`config.mk`:
```
export PLATFORM = sky130hd
export DESIGN_NAME = uart_loopback_top
export DESIGN_NICKNAME = d
export VERILOG_FILES = /design/src/uart_frame_pkg.sv /design/src/uart_rx_pkg.sv /design/src/uart_tx.sv /design/src/uart_rx.sv /design/src/uart_loopback_top.sv
export SDC_FILE = /design/constraint.sdc
export NUM_CORES = 1
export LEC_CHECK = 0
export ABC_AREA = 1
export BUFFER_PORTS_ARGS = -buffer_cell sky130_fd_sc_hd__buf_2
export CORE_UTILIZATION = 50
export DETAILED_ROUTE_END_ITERATION = 8
export PLACE_DENSITY_LB_ADDON = 0.25
export RECOVER_POWER = 100
export SETUP_SLACK_MARGIN = 0.5
export SYNTH_ARGS = -nofsm -noshare
export SYNTH_HDL_FRONTEND = slang
export SYNTH_SLANG_ARGS = --single-unit
```
`constraint.sdc`:
```
create_clock -name tx_clk -period 1.3 [get_ports tx_clk]
set_input_delay 0.065 -clock tx_clk [delete_from_list [all_inputs] [get_ports tx_clk]]
set_output_delay 0.065 -clock tx_clk [all_outputs]
set_load 0.01 [all_outputs]
```
`src/uart_frame_pkg.sv`:
```
package uart_frame_pkg;

	// serial line levels
	localparam logic IDLE_LEVEL  = 1'b1; // line rests high between frames
	localparam logic START_LEVEL = 1'b0; // start bit pulls the line low
	localparam logic STOP_LEVEL  = 1'b1; // stop bit returns it high

	// parity selection, used as the PARITY_ODD module parameter
	localparam logic PARITY_EVEN = 1'b0; // parity bit makes the count of ones even
	localparam logic PARITY_ODD  = 1'b1; // parity bit makes the count of ones odd

	// frame on the wire, LSB first:
	//   start | data[0] .. data[DATA_WIDTH-1] | parity (optional) | stop
	// every bit is held for CLKS_PER_BIT cycles of tx_clk

	// the frame length depends on module parameters, so each module
	// works out FRAME_BITS = 2 + DATA_WIDTH + PARITY_ENABLED itself

endpackage

```
`src/uart_rx_pkg.sv`:
```
package uart_rx_pkg;

	// receiver FSM state register width
	localparam int RX_STATE_W = 3;

	// receiver FSM states
	localparam logic [RX_STATE_W-1:0] RX_IDLE   = 3'd0; // waiting for a falling edge
	localparam logic [RX_STATE_W-1:0] RX_START  = 3'd1; // half-bit wait, start bit recheck
	localparam logic [RX_STATE_W-1:0] RX_DATA   = 3'd2; // data bits, LSB first
	localparam logic [RX_STATE_W-1:0] RX_PARITY = 3'd3; // parity bit, only with parity on
	localparam logic [RX_STATE_W-1:0] RX_STOP   = 3'd4; // stop bit and frame verdict

	// the remaining codes 5..7 are unused and fall back to RX_IDLE

	// flops between the line pin and the sampler
	// the line can come from outside the chip, so it is treated as async
	localparam int SYNC_STAGES = 3;

	// a line edge shows up in the FSM SYNC_STAGES cycles after it hits the pin
	// plus one more for the edge detect register, so rx pulses trail the
	// transmitted bit by that much in loopback

endpackage

```
`src/uart_tx.sv`:
```
`timescale 1ns/1ps

module uart_tx #(
	parameter int DATA_WIDTH     = 8,
	parameter int PARITY_ENABLED = 1,
	parameter bit PARITY_ODD     = uart_frame_pkg::PARITY_EVEN,
	parameter int CLKS_PER_BIT   = 8
) (
	input  logic                  i_tx_clk,
	input  logic                  i_reset_tx,
	input  logic                  i_enable,     // word request, taken only while idle
	input  logic [DATA_WIDTH-1:0] i_data,       // word to send, sampled on acceptance
	output logic                  o_busy,       // high for the whole frame
	output logic                  o_serial_out  // serial line, idle high
);

	localparam int FRAME_BITS = 2 + DATA_WIDTH + PARITY_ENABLED; // start, data, parity, stop
	localparam int BODY_BITS  = FRAME_BITS - 1;                  // all bits after the start bit
	localparam int TIMER_W    = $clog2(CLKS_PER_BIT);            // bit timer width
	localparam int COUNT_W    = $clog2(FRAME_BITS + 1);          // holds FRAME_BITS down to 0

	logic [TIMER_W-1:0]   timer_q;     // cycle within the current bit
	logic [COUNT_W-1:0]   bits_left_q; // bits still on their way out, 0 = idle
	logic [BODY_BITS-1:0] shift_q;     // bits queued behind the one on the line
	logic [BODY_BITS-1:0] body;        // stop, parity and data built from i_data
	logic                 serial_q;    // registered line driver
	logic                 accept;      // word taken this cycle
	logic                 bit_end;     // last cycle of the current bit

	// handshake: enable only counts while the transmitter is free
	assign accept   = i_enable && !o_busy;

	// the timer wraps once per bit, boundaries only matter mid-frame
	assign bit_end  = o_busy && (timer_q == TIMER_W'(CLKS_PER_BIT - 1));

	// frame body, the start bit goes straight to serial_q on acceptance
	generate
		if (PARITY_ENABLED != 0) begin : g_parity
			logic parity_bit; // xor of the data, flipped for odd parity

			assign parity_bit = (^i_data) ^ (PARITY_ODD == uart_frame_pkg::PARITY_ODD);
			assign body       = {uart_frame_pkg::STOP_LEVEL, parity_bit, i_data};
		end else begin : g_no_parity
			assign body = {uart_frame_pkg::STOP_LEVEL, i_data}; // data then stop
		end
	endgenerate

	// bit timer, restarts on every acceptance so the start bit is full length
	always_ff @(posedge i_tx_clk) begin
		if (i_reset_tx) begin
			timer_q <= '0;
		end else if (accept || bit_end) begin
			timer_q <= '0; // new frame or new bit
		end else if (o_busy) begin
			timer_q <= timer_q + 1'b1;
		end
	end

	// bit counter, busy is simply "bits left"
	always_ff @(posedge i_tx_clk) begin
		if (i_reset_tx) begin
			bits_left_q <= '0;
		end else if (accept) begin
			bits_left_q <= COUNT_W'(FRAME_BITS); // start bit is already counted
		end else if (bit_end) begin
			bits_left_q <= bits_left_q - 1'b1; // reaches 0 after the stop bit
		end
	end

	// frame shift register, shifts toward bit 0 at each boundary
	// idle level fills in from the top so the tail is always high
	always_ff @(posedge i_tx_clk) begin
		if (accept) begin
			shift_q <= body;
		end else if (bit_end) begin
			shift_q <= {uart_frame_pkg::IDLE_LEVEL, shift_q[BODY_BITS-1:1]};
		end
	end

	// line driver
	always_ff @(posedge i_tx_clk) begin
		if (i_reset_tx) begin
			serial_q <= uart_frame_pkg::IDLE_LEVEL;
		end else if (accept) begin
			serial_q <= uart_frame_pkg::START_LEVEL; // start bit in the cycle after acceptance
		end else if (bit_end) begin
			serial_q <= shift_q[0]; // next bit, idle fill once the stop bit is done
		end
	end

	assign o_busy       = (bits_left_q != '0);
	assign o_serial_out = serial_q;

	// frame timeline, with t the acceptance edge:
	//   busy and start bit from t+1
	//   data bit i from t+1+(i+1)*CLKS_PER_BIT
	//   busy drops at the edge that ends the stop bit, t+FRAME_BITS*CLKS_PER_BIT
	//   a waiting enable is taken in the first idle cycle after that

endmodule

```
`src/uart_rx.sv`:
```
`timescale 1ns/1ps

module uart_rx #(
	parameter int DATA_WIDTH     = 8,
	parameter int PARITY_ENABLED = 1,
	parameter bit PARITY_ODD     = uart_frame_pkg::PARITY_EVEN,
	parameter int CLKS_PER_BIT   = 8
) (
	input  logic                  i_tx_clk,
	input  logic                  i_reset_tx,
	input  logic                  i_line,   // serial line, async to the sampler
	output logic [DATA_WIDTH-1:0] o_data,   // last good word, held
	output logic                  o_valid,  // one-cycle pulse per good frame
	output logic                  o_error   // one-cycle pulse per bad frame
);

	localparam int FRAME_BITS = 2 + DATA_WIDTH + PARITY_ENABLED; // start, data, parity, stop
	localparam int HALF_BIT   = CLKS_PER_BIT / 2;                // edge to start bit centre
	localparam int CNT_W      = $clog2(CLKS_PER_BIT);            // sample counter width
	localparam int POS_W      = $clog2(FRAME_BITS);              // frame position width
	localparam int SYNC_N     = uart_rx_pkg::SYNC_STAGES;

	logic [SYNC_N-1:0]                 sync_q;      // synchronizer chain, bit 0 nearest the pin
	logic                              line_s;      // synced line
	logic                              line_d;      // synced line one cycle back
	logic                              line_fall;   // idle to start transition
	logic [uart_rx_pkg::RX_STATE_W-1:0] state_q;
	logic [CNT_W-1:0]                  cnt_q;       // cycles to the next sample point
	logic                              sample;      // this cycle is a sample point
	logic [POS_W-1:0]                  pos_q;       // frame position of the next sample
	logic [DATA_WIDTH-1:0]             shift_q;     // data being assembled, LSB first
	logic                              parity_ok_q; // parity bit matched, stays 1 without parity
	logic                              parity_exp;  // parity bit the data calls for
	logic                              stop_ok;     // stop bit at the right level

	// synchronizer, preset to idle so reset never looks like a start bit
	always_ff @(posedge i_tx_clk) begin
		if (i_reset_tx) begin
			sync_q <= {SYNC_N{uart_frame_pkg::IDLE_LEVEL}};
			line_d <= uart_frame_pkg::IDLE_LEVEL;
		end else begin
			sync_q <= {sync_q[SYNC_N-2:0], i_line}; // shift toward the top bit
			line_d <= line_s;
		end
	end

	assign line_s    = sync_q[SYNC_N-1];
	// an edge and not a level, a low stop bit must not look like a new start
	assign line_fall = (line_d == uart_frame_pkg::IDLE_LEVEL) &&
	                   (line_s == uart_frame_pkg::START_LEVEL);

	assign sample     = (cnt_q == '0);
	assign parity_exp = (^shift_q) ^ (PARITY_ODD == uart_frame_pkg::PARITY_ODD);
	assign stop_ok    = (line_s == uart_frame_pkg::STOP_LEVEL);

	// receive FSM
	always_ff @(posedge i_tx_clk) begin
		if (i_reset_tx) begin
			state_q     <= uart_rx_pkg::RX_IDLE;
			cnt_q       <= '0;
			pos_q       <= '0;
			parity_ok_q <= 1'b1;
			o_valid     <= 1'b0;
			o_error     <= 1'b0;
			o_data      <= '0;
		end else begin
			o_valid <= 1'b0; // pulses last one cycle
			o_error <= 1'b0;

			// one full bit between samples once the start bit is found
			if (state_q != uart_rx_pkg::RX_IDLE) begin
				if (sample) begin
					cnt_q <= CNT_W'(CLKS_PER_BIT - 1);
				end else begin
					cnt_q <= cnt_q - 1'b1;
				end
			end

			case (state_q)
				uart_rx_pkg::RX_IDLE: begin
					if (line_fall) begin
						state_q     <= uart_rx_pkg::RX_START;
						cnt_q       <= CNT_W'(HALF_BIT - 1); // land mid start bit
						pos_q       <= POS_W'(1);            // first data bit next
						parity_ok_q <= 1'b1;
					end
				end
				uart_rx_pkg::RX_START: begin
					if (sample) begin
						if (line_s == uart_frame_pkg::START_LEVEL) begin
							state_q <= uart_rx_pkg::RX_DATA;
						end else begin
							state_q <= uart_rx_pkg::RX_IDLE; // glitch, drop quietly
						end
					end
				end
				uart_rx_pkg::RX_DATA: begin
					if (sample) begin
						pos_q <= pos_q + 1'b1;
						if (pos_q == POS_W'(DATA_WIDTH)) begin // last data bit
							if (PARITY_ENABLED != 0) begin
								state_q <= uart_rx_pkg::RX_PARITY;
							end else begin
								state_q <= uart_rx_pkg::RX_STOP;
							end
						end
					end
				end
				uart_rx_pkg::RX_PARITY: begin
					if (sample) begin
						parity_ok_q <= (line_s == parity_exp);
						state_q     <= uart_rx_pkg::RX_STOP;
					end
				end
				uart_rx_pkg::RX_STOP: begin
					if (sample) begin
						state_q <= uart_rx_pkg::RX_IDLE;
						if (stop_ok && parity_ok_q) begin
							o_valid <= 1'b1;
							o_data  <= shift_q; // output only moves on a good frame
						end else begin
							o_error <= 1'b1;
						end
					end
				end
				default: begin
					state_q <= uart_rx_pkg::RX_IDLE;
				end
			endcase
		end
	end

	// data shifter, new bits enter at the top so bit 0 ends up as the first one sent
	always_ff @(posedge i_tx_clk) begin
		if ((state_q == uart_rx_pkg::RX_DATA) && sample) begin
			shift_q <= {line_s, shift_q[DATA_WIDTH-1:1]};
		end
	end

endmodule

```
`src/uart_loopback_top.sv`:
```
`timescale 1ns/1ps

module uart_loopback_top #(
	parameter int DATA_WIDTH     = 8,
	parameter int PARITY_ENABLED = 1,                           // 0 drops the parity bit
	parameter bit PARITY_ODD     = uart_frame_pkg::PARITY_EVEN, // even parity by default
	parameter int CLKS_PER_BIT   = 8                            // tx_clk cycles per bit
) (
	input  logic                  tx_clk,
	input  logic                  reset_tx,
	input  logic                  i_tx_enable,
	input  logic [DATA_WIDTH-1:0] i_tx_data,
	input  logic                  i_loopback,  // 1 = rx listens to our own tx line
	input  logic                  i_serial_in, // external rx line
	output logic                  o_tx_busy,
	output logic                  o_serial_out,
	output logic [DATA_WIDTH-1:0] o_rx_data,
	output logic                  o_rx_valid,
	output logic                  o_rx_error
);

	logic rx_line; // line seen by the receiver

	// the sampler needs a half bit of at least two cycles
	if (CLKS_PER_BIT < 4) begin : g_bad_clks_per_bit
		$error("uart_loopback_top: CLKS_PER_BIT must be at least 4");
	end

	uart_tx #(
		.DATA_WIDTH     (DATA_WIDTH),
		.PARITY_ENABLED (PARITY_ENABLED),
		.PARITY_ODD     (PARITY_ODD),
		.CLKS_PER_BIT   (CLKS_PER_BIT)
	) u_tx (
		.i_tx_clk     (tx_clk),
		.i_reset_tx   (reset_tx),
		.i_enable     (i_tx_enable),
		.i_data       (i_tx_data),
		.o_busy       (o_tx_busy),
		.o_serial_out (o_serial_out)
	);

	// switch only while both lines idle, or rx sees a false edge
	assign rx_line = i_loopback ? o_serial_out : i_serial_in;

	uart_rx #(
		.DATA_WIDTH     (DATA_WIDTH),
		.PARITY_ENABLED (PARITY_ENABLED),
		.PARITY_ODD     (PARITY_ODD),
		.CLKS_PER_BIT   (CLKS_PER_BIT)
	) u_rx (
		.i_tx_clk   (tx_clk),
		.i_reset_tx (reset_tx),
		.i_line     (rx_line),
		.o_data     (o_rx_data),
		.o_valid    (o_rx_valid),
		.o_error    (o_rx_error)
	);

endmodule

```
# [Word level (Yosys, flattened, before mapping)]
# Index checks and enable logic that the tools add are counted.
[classes] n_addsub=4 n_reduce_logical=23 n_eq_ne=13 mux=27 n_bitwise=3
[ops] op="3-bit 2-to-1 mux" n=10
[ops] op="9-bit 2-to-1 mux" n=2
[ops] op="4-bit 2-to-1 mux" n=4
[ops] op="8-bit XOR reduction" n=2
[ops] op="3-bit case mux with 5 select lines" n=1
[ops] op="2-bit by 1-bit inequality test with 1-bit output, second input constant" n=6
[ops] op="3-bit AND reduction" n=3
[ops] op="4-bit case mux with 2 select lines" n=1
[ops] op="1-bit 2-to-1 mux" n=7
[ops] op="3-bit by 2-bit equality test with 1-bit output, second input constant" n=2
[ops] op="3-bit equality test, second input constant" n=2
[ops] op="3-bit zero test" n=2
[ops] op="6-bit AND reduction" n=1
[ops] op="2-bit nonzero test" n=3
[ops] op="1-bit logical AND" n=5
[ops] op="4-bit by 1-bit adder with 4-bit output, second input constant" n=1
[ops] op="4-bit equality test, second input constant" n=1
[ops] op="4-bit nonzero test" n=1
[ops] op="2-bit OR reduction" n=2
[ops] op="4-bit by 1-bit subtractor with 4-bit output, second input constant" n=1
[ops] op="3-bit by 1-bit adder with 3-bit output, second input constant" n=1
[ops] op="3-bit by 1-bit equality test with 1-bit output, second input constant" n=1
[ops] op="1-bit NOT" n=3
[ops] op="3-bit nonzero test" n=1
[ops] op="7 further kinds" n=7
[word_totals] input_bits=13 regBits=50 word_cells=85

# [Logic depth before layout (Yosys ltp)]
# Gate-level depths: netlist (run 1).
[depth] word_depth=5 depth_mapped=11 ltp_nobuf=11

# [Hierarchy]
# Synthesis (run 1) repeated with hierarchy kept, for this count alone.
[hier_totals] hier_cells=289 hier_area_um2=2464.9
[modules_own_cells] mod="uart_rx" cells_each=171 seq_area_each_um2=740.7 area_each_um2=1492.7 n_inst=1
[modules_own_cells] mod="uart_tx" cells_each=114 seq_area_each_um2=430.4 area_each_um2=957.2 n_inst=1
[modules_own_cells] mod="uart_loopback_top" cells_each=4 seq_area_each_um2=0.0 area_each_um2=15.0 n_inst=1

# [Least setup slack after synthesis (run 1)]
# No wires, ideal clock.
[synth_timing] kind="register -> register" start="reg u_tx.bits_left_q[0]" end="reg u_tx.timer_q[0]" period_less_slack_ns=1.489 stages_incl_launch_ff=10 arrival_time_ns=1.373 slack_ns=-0.189 cell_sequence="dfxtp_1 inv_1 ha_1 nand2_2 nor2_4 inv_2 nand2_1 inv_1 nand2_1 a21oi_1"
[synth_between] elab_chain_len=5 word_cells_on_any_way=6 classes_between="reduce/logical (6)"
[synth_rtl] item="start: declaration" line_no="uart_tx.sv:23" text="logic [COUNT_W-1:0] bits_left_q;"
[synth_rtl] item="start signal: assignment" line_no="uart_tx.sv:64" text="bits_left_q <= COUNT_W'(FRAME_BITS);"
[synth_rtl] item="start signal: assignment" line_no="uart_tx.sv:66" text="bits_left_q <= bits_left_q - 1'b1;"
[synth_rtl] item="4-bit nonzero test (*)" line_no="uart_tx.sv:91" text="assign o_busy = (bits_left_q != '0);"
[synth_rtl] item="named net o_tx_busy" line_no="uart_loopback_top.sv:15" text="output logic o_tx_busy,"
[synth_rtl] item="1-bit zero test" line_no="uart_tx.sv:31" text="assign accept = i_enable && !o_busy;"
[synth_rtl] item="1-bit logical AND" line_no="uart_tx.sv:31"
[synth_rtl] item="1-bit logical OR" line_no="uart_tx.sv:52" text="end else if (accept || bit_end) begin"
[synth_rtl] item="2-bit OR reduction (no line)"
[synth_rtl] item="end signal: assignment" line_no="uart_tx.sv:55" text="timer_q <= timer_q + 1'b1;"
[synth_rtl] item="end: declaration" line_no="uart_tx.sv:22" text="logic [TIMER_W-1:0] timer_q;"
# Mark *: on every way through the listed nets, which the timed path passes. The rest lies on a longest branch.
# A chain may end at the register's enable or synchronous reset.

# [Final worst setup path (run 1)]
[layout_timing] start="reg u_rx.shift_q[2]" end="reg u_rx.parity_ok_q"
[layout_between] elab_chain_len=4
[layout_rtl] item="start: declaration" line_no="uart_rx.sv:31" text="logic [DATA_WIDTH-1:0] shift_q;"
[layout_rtl] item="start signal: assignment" line_no="uart_rx.sv:136" text="shift_q <= {line_s, shift_q[DATA_WIDTH-1:1]};"
[layout_rtl] item="8-bit XOR reduction" line_no="uart_rx.sv:53" text="assign parity_exp = (^shift_q) ^ (PARITY_ODD == uart_frame_pkg::PARITY_ODD);"
[layout_rtl] item="1-bit equality test" line_no="uart_rx.sv:111" text="parity_ok_q <= (line_s == parity_exp);"
[layout_rtl] item="1-bit 2-to-1 mux" line_no="uart_rx.sv:110" text="if (sample) begin"
[layout_rtl] item="1-bit case mux with 2 select lines" line_no="uart_rx.sv:79" text="case (state_q)"
[layout_rtl] item="end signal: assignment" line_no="uart_rx.sv:111"
[layout_rtl] item="end: declaration" line_no="uart_rx.sv:32" text="logic parity_ok_q;"
# No other way between the ends. The select of a mux whose other input is x is not followed.

==> results of run 1 <==
timing repair:
| item | CTS | global route |
|---|---|---|
| resized for setup | 82 | 45 |
| cloned | 3 | 0 |
| hold endpoints to repair | 1 | 0 |
| setup endpoints to repair | 67 | 67 |
| buffers inserted | 16 | 16 |
| hold buffers | 1 | 0 |
| pin swaps | 17 | 23 |
cells by family after synthesis:
kind of cell	Yosys count	share of synthesized area
AND/OR/NAND/NOR	121	0.247
XOR/XNOR	7	0.0264
AO/OA/AOI/OAI	44	0.105
buffers and inverters	42	0.0744
flip-flops	50	0.505
adder cells (fa/ha/maj)	8	0.0431
synth_stat cells (all sizes together), types with 3 or more instances:
cell / number / area, µm²
a21oi: 23 / 119
a31oi: 3 / 33.8
buf: 3 / 23.8
dfxtp: 33 / 661
edfxtp: 17 / 510
ha: 8 / 100
inv: 37 / 141
nand2: 75 / 314
nand3: 15 / 85.1
nor2: 22 / 113
nor3: 4 / 30.0
o21ai: 18 / 90.1
or2: 3 / 18.8
xnor2: 6 / 52.6
worst max path at each step:
stage	end
after floorplan	u_tx.shift_q[8]$_SDFFCE_PN1P_
after global placement	u_tx.timer_q[0]$_SDFFE_PP0P_
after detailed placement	u_tx.timer_q[2]$_SDFFE_PP0P_
after CTS	u_tx.shift_q[0]$_DFFE_PP_
after global routing	u_rx.state_q[1]$_SDFFE_PP0P_
final	u_rx.parity_ok_q$_SDFFE_PP1P_
registers in the layout, indices dropped and copies added, names as in the netlist:
register	flops
u_tx.o_serial_out	1
u_tx.shift_q	9
u_rx.o_data	8
u_rx.pos_q	4
u_rx.cnt_q	3
u_rx.state_q	3
u_rx.o_valid	1
u_rx.sync_q	3
u_rx.o_error	1
u_rx.line_d	1
u_rx.parity_ok_q	1
u_rx.shift_q	8
u_tx.bits_left_q	4
u_tx.timer_q	3
final cells by class:
type                            instances  area, µm²
Clock inverter                          1       7.51
Multi-Input combinational cell        181       1350
Fill cell                             300        970
Tap cell                               52       65.1
Clock buffer                            7       76.3
Timing Repair inverter                  1       6.26
Sequential cell                        50       1190
Inverter                               38        165
Timing Repair Buffer                   74        581
worst max-delay path, delay by kind of cell, from the launching register on:
family        cells  cell delay (ns)
simple gates      8             0.79
flops             1             0.44
per-layer routing:
| layer | part of all wire | up-vias | GRT usage |
|---|---|---|---|
| met4 | 0.030 | 0 | 0.0844 |
| met1 | 0.38 | 1010 | 0.248 |
| li1 | - | 1033 | - |
| met3 | 0.047 | 19 | 0.0476 |
| met5 | 0 | - | 0 |
| met2 | 0.55 | 69 | 0.372 |
power groups by stage:
stage / Sequential (W) / Combinational (W) / Clock, W
floorplan: 0.00203 / 0.000927 / 0
global placement: 0.00200 / 0.00128 / 0
detailed placement: 0.00201 / 0.00131 / 0
CTS: 0.00201 / 0.00193 / 0.000902
global route: 0.00204 / 0.00248 / 0.000966
finish: 0.00202 / 0.00232 / 0.000894
per-stage QoR:
stage	hold WS [ns]	total power, W	util
2_1_floorplan	0.165	0.00296	-
3_3_place_gp	0.271	0.00328	0.611
3_5_place_dp	0.271	0.00332	0.611
4_1_cts	0.00889	0.00485	0.725
5_1_grt	0.0139	0.00548	0.780
6_report	0.00649	0.00523	0.780
==> impl_metrics.yaml, run 1 <==
status:
  status: "finished with violations"
  failed_checks: "setup timing"
power_and_ir_drop:
  p_clk_frac: 0.171
  power.density_nw_per_um2: 1520
  leakagePower_nw: 1.49
  seqPwrFrac: 0.386
  p_sw_w: 0.00189
  p_int_w: 0.00335
  ir_worst_vdd_mv: 0.642
  switching_share: 0.360
  combPwrFrac: 0.444
clocking:
  cts_root_buf: "clkbuf_8"
  numCtsBuffers: 5
  htree_levels: 2
  clock_sinks: 50
  clockBufferDepth: 2
  worstSkewPairLatency_ns: 0.31
  clkTransAtPathRegs_ns: 0.09
  cts_tree: "yes"
logic_synthesis:
  ys_async_sr_fraction: 0
  synth_ff_type: "dfxtp_1"
  synth.yosys.seq_area_share: 0.505
  syn-instance-count: 272
  ys_seq_elements: 50
  yosysWarnings: 0
  synth_nets: 293
  synth-edff-count: 17
  synth_cell_type_count: 31
  synth_area_per_cell_um2: 8.53
  synth_area_um2: 2320
sta:
  fin_tns_setup_ns: -0.0317
  rsz0062_at_grt: "yes"
  max_freq_ghz: 0.759
  setup_viol: 3
  setup_ws_ns: -0.0172
  slew_viol_final: 0
  period_share: 1.01
  layout_min_cycle_time_ns: 1.32
  max-slew-margin-rel: 0.805
  skew_ns: 0.00834
  tightest_slew_ns: 0.292
  hold_viol_final: 0
worst_setup_path:
  crit_chain: "nor2_1 > nor2_1 > nand2_1 > nand2_2 > nand3_1 > nand3_1 > nand2_1 > nand2_1"
  slowest_delay_ns: 0.44
  slowest_stage: "edfxtp_1"
  r2r_setup_slack_ns: -0.02
  arrival_ns: 1.53
  cp-end-kind: "register"
  r2r_start: "u_rx.shift_q[2]$_DFFE_PP_"
  setup.worst_path.start: "u_rx.shift_q[2]$_DFFE_PP_"
  path_max_fanout: 3
  path_common_cell: "nand2_1"
  setup.worst_path.class: "register to register"
  rr_endpoint: "u_rx.parity_ok_q$_SDFFE_PP1P_"
  r2r_cells: 8
  start_kind: "register"
  required_ns: 1.51
drt:
  drtIter0Drc: 220
  firstDrtPassIters: 5
  routed-via-count: 2131
  detail-route-antenna-nets: 0
  finalWirelength_um: 6000
  drc: 0
  routed_via_density: 5.27
  routedWlPerCell_um: 14.9
worst_hold_path:
  min_from: "i_serial_in"
  hold_path_class: "primary input to register"
  min_to: "u_rx.sync_q[0]$_SDFF_PP1_"
  min_path_cells: 3
layout:
  area_growth_pct: 48.4
  final_common_cell: "nand2_1"
  drive_gt1_frac: 0.520
  final_cell_mix: "47 x nand2_1, 35 x buf_4, 22 x dfxtp_1"
  antenna_cells: 0
  final_cells: 404
  nNetsFinal: 372
  final_area_um2: 3440
placement:
  gp_congestion: 0.803
  placed_cells: 360
  hpwlAfterDp_um: 3080
  place_area_um2: 2700
  port_buffers: 24
  pre_cts_slack_ns: -0.100
global_route:
  overflow: 0
  first_global_vias: 1916
  grt_max_degree: 16
  antenna_found_initial: 0
  grt_usage: 0.211
  grt_pass1_wl_um: 8170
floorplan:
  initial_utilization: 0.526
  die_h_um: 70.1
  die_w_um: 70.1
  rows: 24
  core_area_um2: 4410
  die_area_um2: 4920
  io_pins: 25
run:
  maxCapViolations: 0
Power figures use the tool's default switching activity.
==> inputs of run 2 (changes only) <==
--- a/config.mk
+++ b/config.mk
@@ -6,11 +6,14 @@
 export NUM_CORES = 1
 export LEC_CHECK = 0
 export ABC_AREA = 1
+export ABC_CLOCK_PERIOD_IN_PS = 1300
 export BUFFER_PORTS_ARGS = -buffer_cell sky130_fd_sc_hd__buf_2
+export CAP_MARGIN = 10
 export CORE_UTILIZATION = 50
 export DETAILED_ROUTE_END_ITERATION = 8
 export PLACE_DENSITY_LB_ADDON = 0.25
 export RECOVER_POWER = 100
+export REMOVE_ABC_BUFFERS = 1
 export SETUP_SLACK_MARGIN = 0.5
 export SYNTH_ARGS = -nofsm -noshare
 export SYNTH_HDL_FRONTEND = slang
==> run 2 against run 1 <==
  * The run still ends with setup timing left
  * Sequential share of layout area down 0.92 points
  * Clock power grew 5.3%
  * Global-route usage grew 1.6 points
  * Critical endpoint unchanged
==> impl_metrics.yaml, run 2 (same netlist as run 1, synthesis figures left out) <==
worst_hold_path:
  min_from: "i_tx_data[6]"
  min_path_cells: 3
  min_to: "u_tx.shift_q[6]$_DFFE_PP_"
  hold_path_class: "primary input to register"
placement:
  port_buffers: 24
  pre_cts_slack_ns: -0.142
  gp_congestion: 0.835
  hpwlAfterDp_um: 3210
sta:
  hold_viol_final: 0
  max-slew-margin-rel: 0.803
  max_freq_ghz: 0.743
  setup_ws_ns: -0.0458
  slew_viol_final: 0
  rsz0062_at_grt: "yes"
  setup_viol: 19
  period_share: 1.04
  layout_min_cycle_time_ns: 1.35
  skew_ns: 0.00472
  tightest_slew_ns: 0.293
  fin_tns_setup_ns: -0.472
drt:
  finalWirelength_um: 6020
  drc: 0
  drtIter0Drc: 96
  routed_via_density: 5.12
  routedWlPerCell_um: 14.6
  firstDrtPassIters: 4
  routed-via-count: 2105
  detail-route-antenna-nets: 0
status:
  failed_checks: "setup timing"
  status: "finished with violations"
worst_setup_path:
  setup.worst_path.class: "register to register"
  r2r_cells: 7
  rr_endpoint: "u_rx.parity_ok_q$_SDFFE_PP1P_"
  path_max_fanout: 5
  start_kind: "register"
  r2r_start: "u_rx.state_q[0]$_SDFFE_PP0P_"
  arrival_ns: 1.55
  r2r_setup_slack_ns: -0.05
  cp-end-kind: "register"
  required_ns: 1.50
global_route:
  overflow: 0
  grt_max_degree: 15
  first_global_vias: 2023
  grt_pass1_wl_um: 8670
  grt_usage: 0.228
  antenna_found_initial: 0
clocking:
  htree_levels: 2
  clock_sinks: 50
  clockBufferDepth: 2
  cts_root_buf: "clkbuf_8"
  clkTransAtPathRegs_ns: 0.09
  worstSkewPairLatency_ns: 0.31
  cts_tree: "yes"
  numCtsBuffers: 5
power_and_ir_drop:
  ir_worst_vdd_mv: 0.733
  leakagePower_nw: 1.56
  power.density_nw_per_um2: 1520
layout:
  largest_reg_flops: 9
  drive_gt1_frac: 0.604
  final_common_cell: "buf_4"
  final_cell_mix: "38 x buf_4, 35 x nand2_1, 27 x nand2_2"
  fill_cells: 266
  area_growth_pct: 53.7
  largest_register: "u_tx.shift_q"
  antenna_cells: 0
  fin_util: 0.808
  top_regs: "u_tx.shift_q x9, u_rx.o_data x8, u_rx.shift_q x8"
  nNetsFinal: 379
floorplan:
  io_pins: 25
  die_h_um: 70.1
  rows: 24
  initial_utilization: 0.526
  die_w_um: 70.1
  core_area_um2: 4410
  die_area_um2: 4920
run:
  maxCapViolations: 0
run 2: changes by cell type in the layout (fill, tap and decap cells not counted), sizes merged:
cell	before	now
buf	66	80
nand2	76	75
dlygate4sd3	1	2
clkbuf	14	7
run 2: timing repair:
item,in CTS,in global routing
hold buffers,2,0
gates resized for setup,102,64
pin swaps,31,30
hold endpoints to repair,1,0
endpoints found under the setup margin,67,68
gates cloned,2,0
buffers inserted,16,13
run 2: worst max-delay path by stage:
stage                                                to  cells past startpoint  slack (ns)                              from
after floorplan            u_tx.timer_q[0]$_SDFFE_PP0P_                      9       -0.27  u_tx.bits_left_q[0]$_SDFFE_PP0P_
after global placement        u_tx.shift_q[7]$_DFFE_PP_                      6       -0.08  u_tx.bits_left_q[0]$_SDFFE_PP0P_
after detailed placement    u_rx.o_data[2]$_SDFFE_PP0P_                      8       -0.14          u_rx.cnt_q[0]$_SDFF_PP0_
after CTS                     u_tx.shift_q[6]$_DFFE_PP_                      8       0.008  u_tx.bits_left_q[1]$_SDFFE_PP0P_
after global routing      u_rx.parity_ok_q$_SDFFE_PP1P_                      7       -0.11      u_rx.state_q[0]$_SDFFE_PP0P_
final                     u_rx.parity_ok_q$_SDFFE_PP1P_                      7       -0.05      u_rx.state_q[0]$_SDFFE_PP0P_
run 2: per-layer routing:
| metal | up-vias | GRT usage | part of all wire |
|---|---|---|---|
| li1 | 1046 | - | - |
| met1 | 1014 | 0.243 | 0.41 |
| met2 | 38 | 0.422 | 0.55 |
| met3 | 7 | 0.0491 | 0.031 |
| met4 | 0 | 0.107 | 0.013 |
| met5 | - | 0 | 0 |
run 2: worst max-delay path, stage by stage (launching register included):
cell	delay [ns]
dfxtp_4	0.38
nor2_4	0.18
nand2_4	0.09
buf_4	0.15
a21oi_2	0.14
inv_1	0.06
a21oi_1	0.17
nand2_1	0.07
run 2: final cells by class:
| class | count | area (µm²) | share of cell area |
|---|---|---|---|
| multi-input combinational | 180 | 1330 | 0.374 |
| tap | 52 | 65.1 | 0.0182 |
| timing repair inverter | 1 | 7.51 | 0.00210 |
| inverter | 38 | 160 | 0.0449 |
| clock inverter | 1 | 5.00 | 0.00140 |
| clock buffer | 7 | 86.3 | 0.0242 |
| sequential | 50 | 1200 | 0.337 |
| timing repair buffer | 82 | 708 | 0.198 |
run 2: per-stage QoR:
| stage | area, µm² | total power (W) | hold slack, ns | std cells |
|---|---|---|---|---|
| floorplan | 2290 | 0.00278 | 0.134 | 268 |
| global placement | 2700 | 0.00318 | 0.268 | 370 |
| detailed placement | 2700 | 0.00322 | 0.281 | 370 |
| CTS | 3270 | 0.00504 | 0.0488 | 398 |
| global route | 3570 | 0.00569 | 0.0586 | 411 |
| finish | 3570 | 0.00542 | 0.0547 | 411 |
run 2: power by group:
group	internal, W	leakage, nW	switching, W
clock	0.000430	0.0482	0.000510
sequential	0.00188	0.433	0.000159
combinational	0.00124	1.07	0.00120
total	0.00355	1.56	0.00187
==> inputs of run 3 (changes only) <==
--- a/config.mk
+++ b/config.mk
@@ -9,9 +9,9 @@
 export ABC_CLOCK_PERIOD_IN_PS = 1300
 export BUFFER_PORTS_ARGS = -buffer_cell sky130_fd_sc_hd__buf_2
 export CAP_MARGIN = 10
-export CORE_UTILIZATION = 50
+export CORE_UTILIZATION = 45
 export DETAILED_ROUTE_END_ITERATION = 8
-export PLACE_DENSITY_LB_ADDON = 0.25
+export PLACE_DENSITY = 0.66
 export RECOVER_POWER = 100
 export REMOVE_ABC_BUFFERS = 1
 export SETUP_SLACK_MARGIN = 0.5
==> run 3 against run 2 <==
  * The run still ends with setup timing left
  * Routed wire length shrank 14%
  * Via count shrank 6.4%
  * Sequential cell count is the same
  * Maximum frequency grew 2.2%
  * Clock power grew 40%
  * Combinational power shrank 16%
  * Worst setup slack gained 0.029 ns
  * Critical path type unchanged
  * Largest cell class unchanged
==> impl_metrics.yaml, run 3 (same netlist as run 1, synthesis figures left out) <==
power_and_ir_drop:
  combPwrFrac: 0.382
  power.density_nw_per_um2: 1580
  seqPwrFrac: 0.374
  p_sw_w: 0.00176
  leakagePower_nw: 1.49
  switching_share: 0.325
  p_int_w: 0.00364
  p_clk_frac: 0.244
  ir_worst_vdd_mv: 0.961
floorplan:
  initial_utilization: 0.479
  rows: 25
  die_area_um2: 5450
  io_pins: 25
  die_h_um: 73.8
  core_area_um2: 4850
  die_w_um: 73.8
status:
  status: "finished with violations"
  failed_checks: "setup timing"
sta:
  fin_hold_ws_ns: 0.0565
  skew_ns: 0.0131
  fin_tns_setup_ns: -0.0172
  max-slew-margin-rel: 0.730
  rsz0062_at_grt: "yes"
  hold_viol_final: 0
  tightest_slew_ns: 0.402
  setup_viol: 1
  setup_ws_ns: -0.0172
  slew_viol_final: 0
  layout_min_cycle_time_ns: 1.32
  max_freq_ghz: 0.759
  period_share: 1.01
worst_setup_path:
  slowest_delay_ns: 0.36
  arrival_ns: 1.53
  crit_chain: "inv_2 > ha_4 > nand2_8 > nor2_4 > nand2_4 > clkinvlp_4 > nor2_1 > nor2_1"
  path_buf_inv: 2
  required_ns: 1.52
  setup.worst_path.class: "register to register"
  critPathTopFamily: "simple AND/OR/NAND/NOR gates"
  slowest_stage: "dfxtp_2"
  cp-end-kind: "register"
  path_max_fanout: 7
  start_kind: "register"
  path_common_cell: "nor2_1"
layout:
  antenna_cells: 0
  area_growth_pct: 47.2
  final_common_cell: "nand2_1"
  top_regs: "u_tx.shift_q x9, u_rx.o_data x8, u_rx.shift_q x8"
  final_area_um2: 3420
  drive_gt1_frac: 0.490
  final_cell_mix: "52 x nand2_1, 31 x buf_4, 22 x buf_6"
  nNetsFinal: 367
  largest_register: "u_tx.shift_q"
  largest_reg_flops: 9
  final_cells: 414
placement:
  port_buffers: 24
  gp_congestion: 0.807
  place_area_um2: 2690
  placed_cells: 383
  hpwlAfterDp_um: 3000
clocking:
  clockBufferDepth: 2
  numCtsBuffers: 5
  clock_sinks: 50
  clkTransAtPathRegs_ns: 0.10
  cts_root_buf: "clkbuf_8"
  worstSkewPairLatency_ns: 0.31
  htree_levels: 2
  cts_tree: "yes"
global_route:
  grt_usage: 0.198
  antenna_found_initial: 0
  first_global_vias: 1879
  grt_pass1_wl_um: 8090
  grt_max_degree: 17
  overflow: 0
drt:
  routed-via-count: 1971
  drc: 0
  firstDrtPassIters: 4
  finalWirelength_um: 5160
  drtIter0Drc: 90
  routed_via_density: 4.76
  routedWlPerCell_um: 12.5
  detail-route-antenna-nets: 0
run:
  maxCapViolations: 0
worst_hold_path:
  hold_path_class: "primary input to register"
## run 3: changes by cell type in the layout (fill, tap and decap cells not counted), moves of 4 or more
cell	before	now
nand3_2	9	3
a21oi_1	9	16
nand2_1	35	52
nand2_2	27	10
a21oi_2	14	7
buf_4	38	31
buf_6	26	22
nand3_1	6	10
## run 3: metal layers
metal / vias up / global-route usage / wire length (µm)
met5: - / 0 / 0
met2: 39 / 0.353 / 2670
met4: 0 / 0.0855 / 87
met1: 899 / 0.230 / 2230
met3: 9 / 0.0370 / 164
li1: 1024 / - / -
## run 3: timing repair
| action | in CTS | in global routing |
|---|---|---|
| hold buffers | 2 | 0 |
| buffers inserted | 11 | 9 |
| resized for setup | 103 | 31 |
| pin swaps | 30 | 13 |
| endpoints found under the setup margin | 67 | 67 |
| hold endpoints to repair | 1 | 0 |
| cloned | 1 | 0 |
## run 3: through the flow
stage,util,setup WS (ns),power [W]
floorplan,-,-0.265,0.00278
global placement,0.555,-0.0955,0.00320
detailed placement,0.555,-0.130,0.00322
CTS,0.676,-0.00140,0.00519
global route,0.705,-0.0689,0.00569
finish,0.705,-0.0172,0.00540
## run 3: final timing paths
kind                                           startpoint                           to  slack (ns)  cells after the start
worst max-delay path             u_rx.cnt_q[1]$_SDFF_PP0_  u_rx.o_data[1]$_SDFFE_PP0P_       -0.02                      8
worst min-delay path                         i_tx_data[1]    u_tx.shift_q[1]$_DFFE_PP_        0.06                      3
worst max register to register   u_rx.cnt_q[1]$_SDFF_PP0_  u_rx.o_data[1]$_SDFFE_PP0P_       -0.02                      8
worst min register to register  u_rx.sync_q[1]$_SDFF_PP1_    u_rx.sync_q[2]$_SDFF_PP1_        0.42                      1
## run 3: final cells by class
type | instances | area [µm²]
fillers | 359 | 1430
multi-input cells | 180 | 1240
flip-flops and latches | 50 | 1200
repair buffers | 70 | 589
inverters | 38 | 155
well taps | 67 | 83.8
clock buffers | 5 | 68.8
clock inverters | 3 | 68.8
repair inverters | 1 | 7.51
## run 3: power by group through the flow
| stage | Sequential [W] | Combinational (W) | Clock (W) |
|---|---|---|---|
| floorplan | 0.00201 | 0.000762 | 0 |
| global placement | 0.00199 | 0.00121 | 0 |
| detailed placement | 0.00199 | 0.00123 | 0 |
| CTS | 0.00201 | 0.00184 | 0.00134 |
| global route | 0.00205 | 0.00224 | 0.00140 |
| finish | 0.00202 | 0.00206 | 0.00132 |
## run 3: tightest hold or removal path, stage by stage
cell,delay [ns]
buf_2,0.09
nand2_1,0.05
nand2_1,0.05
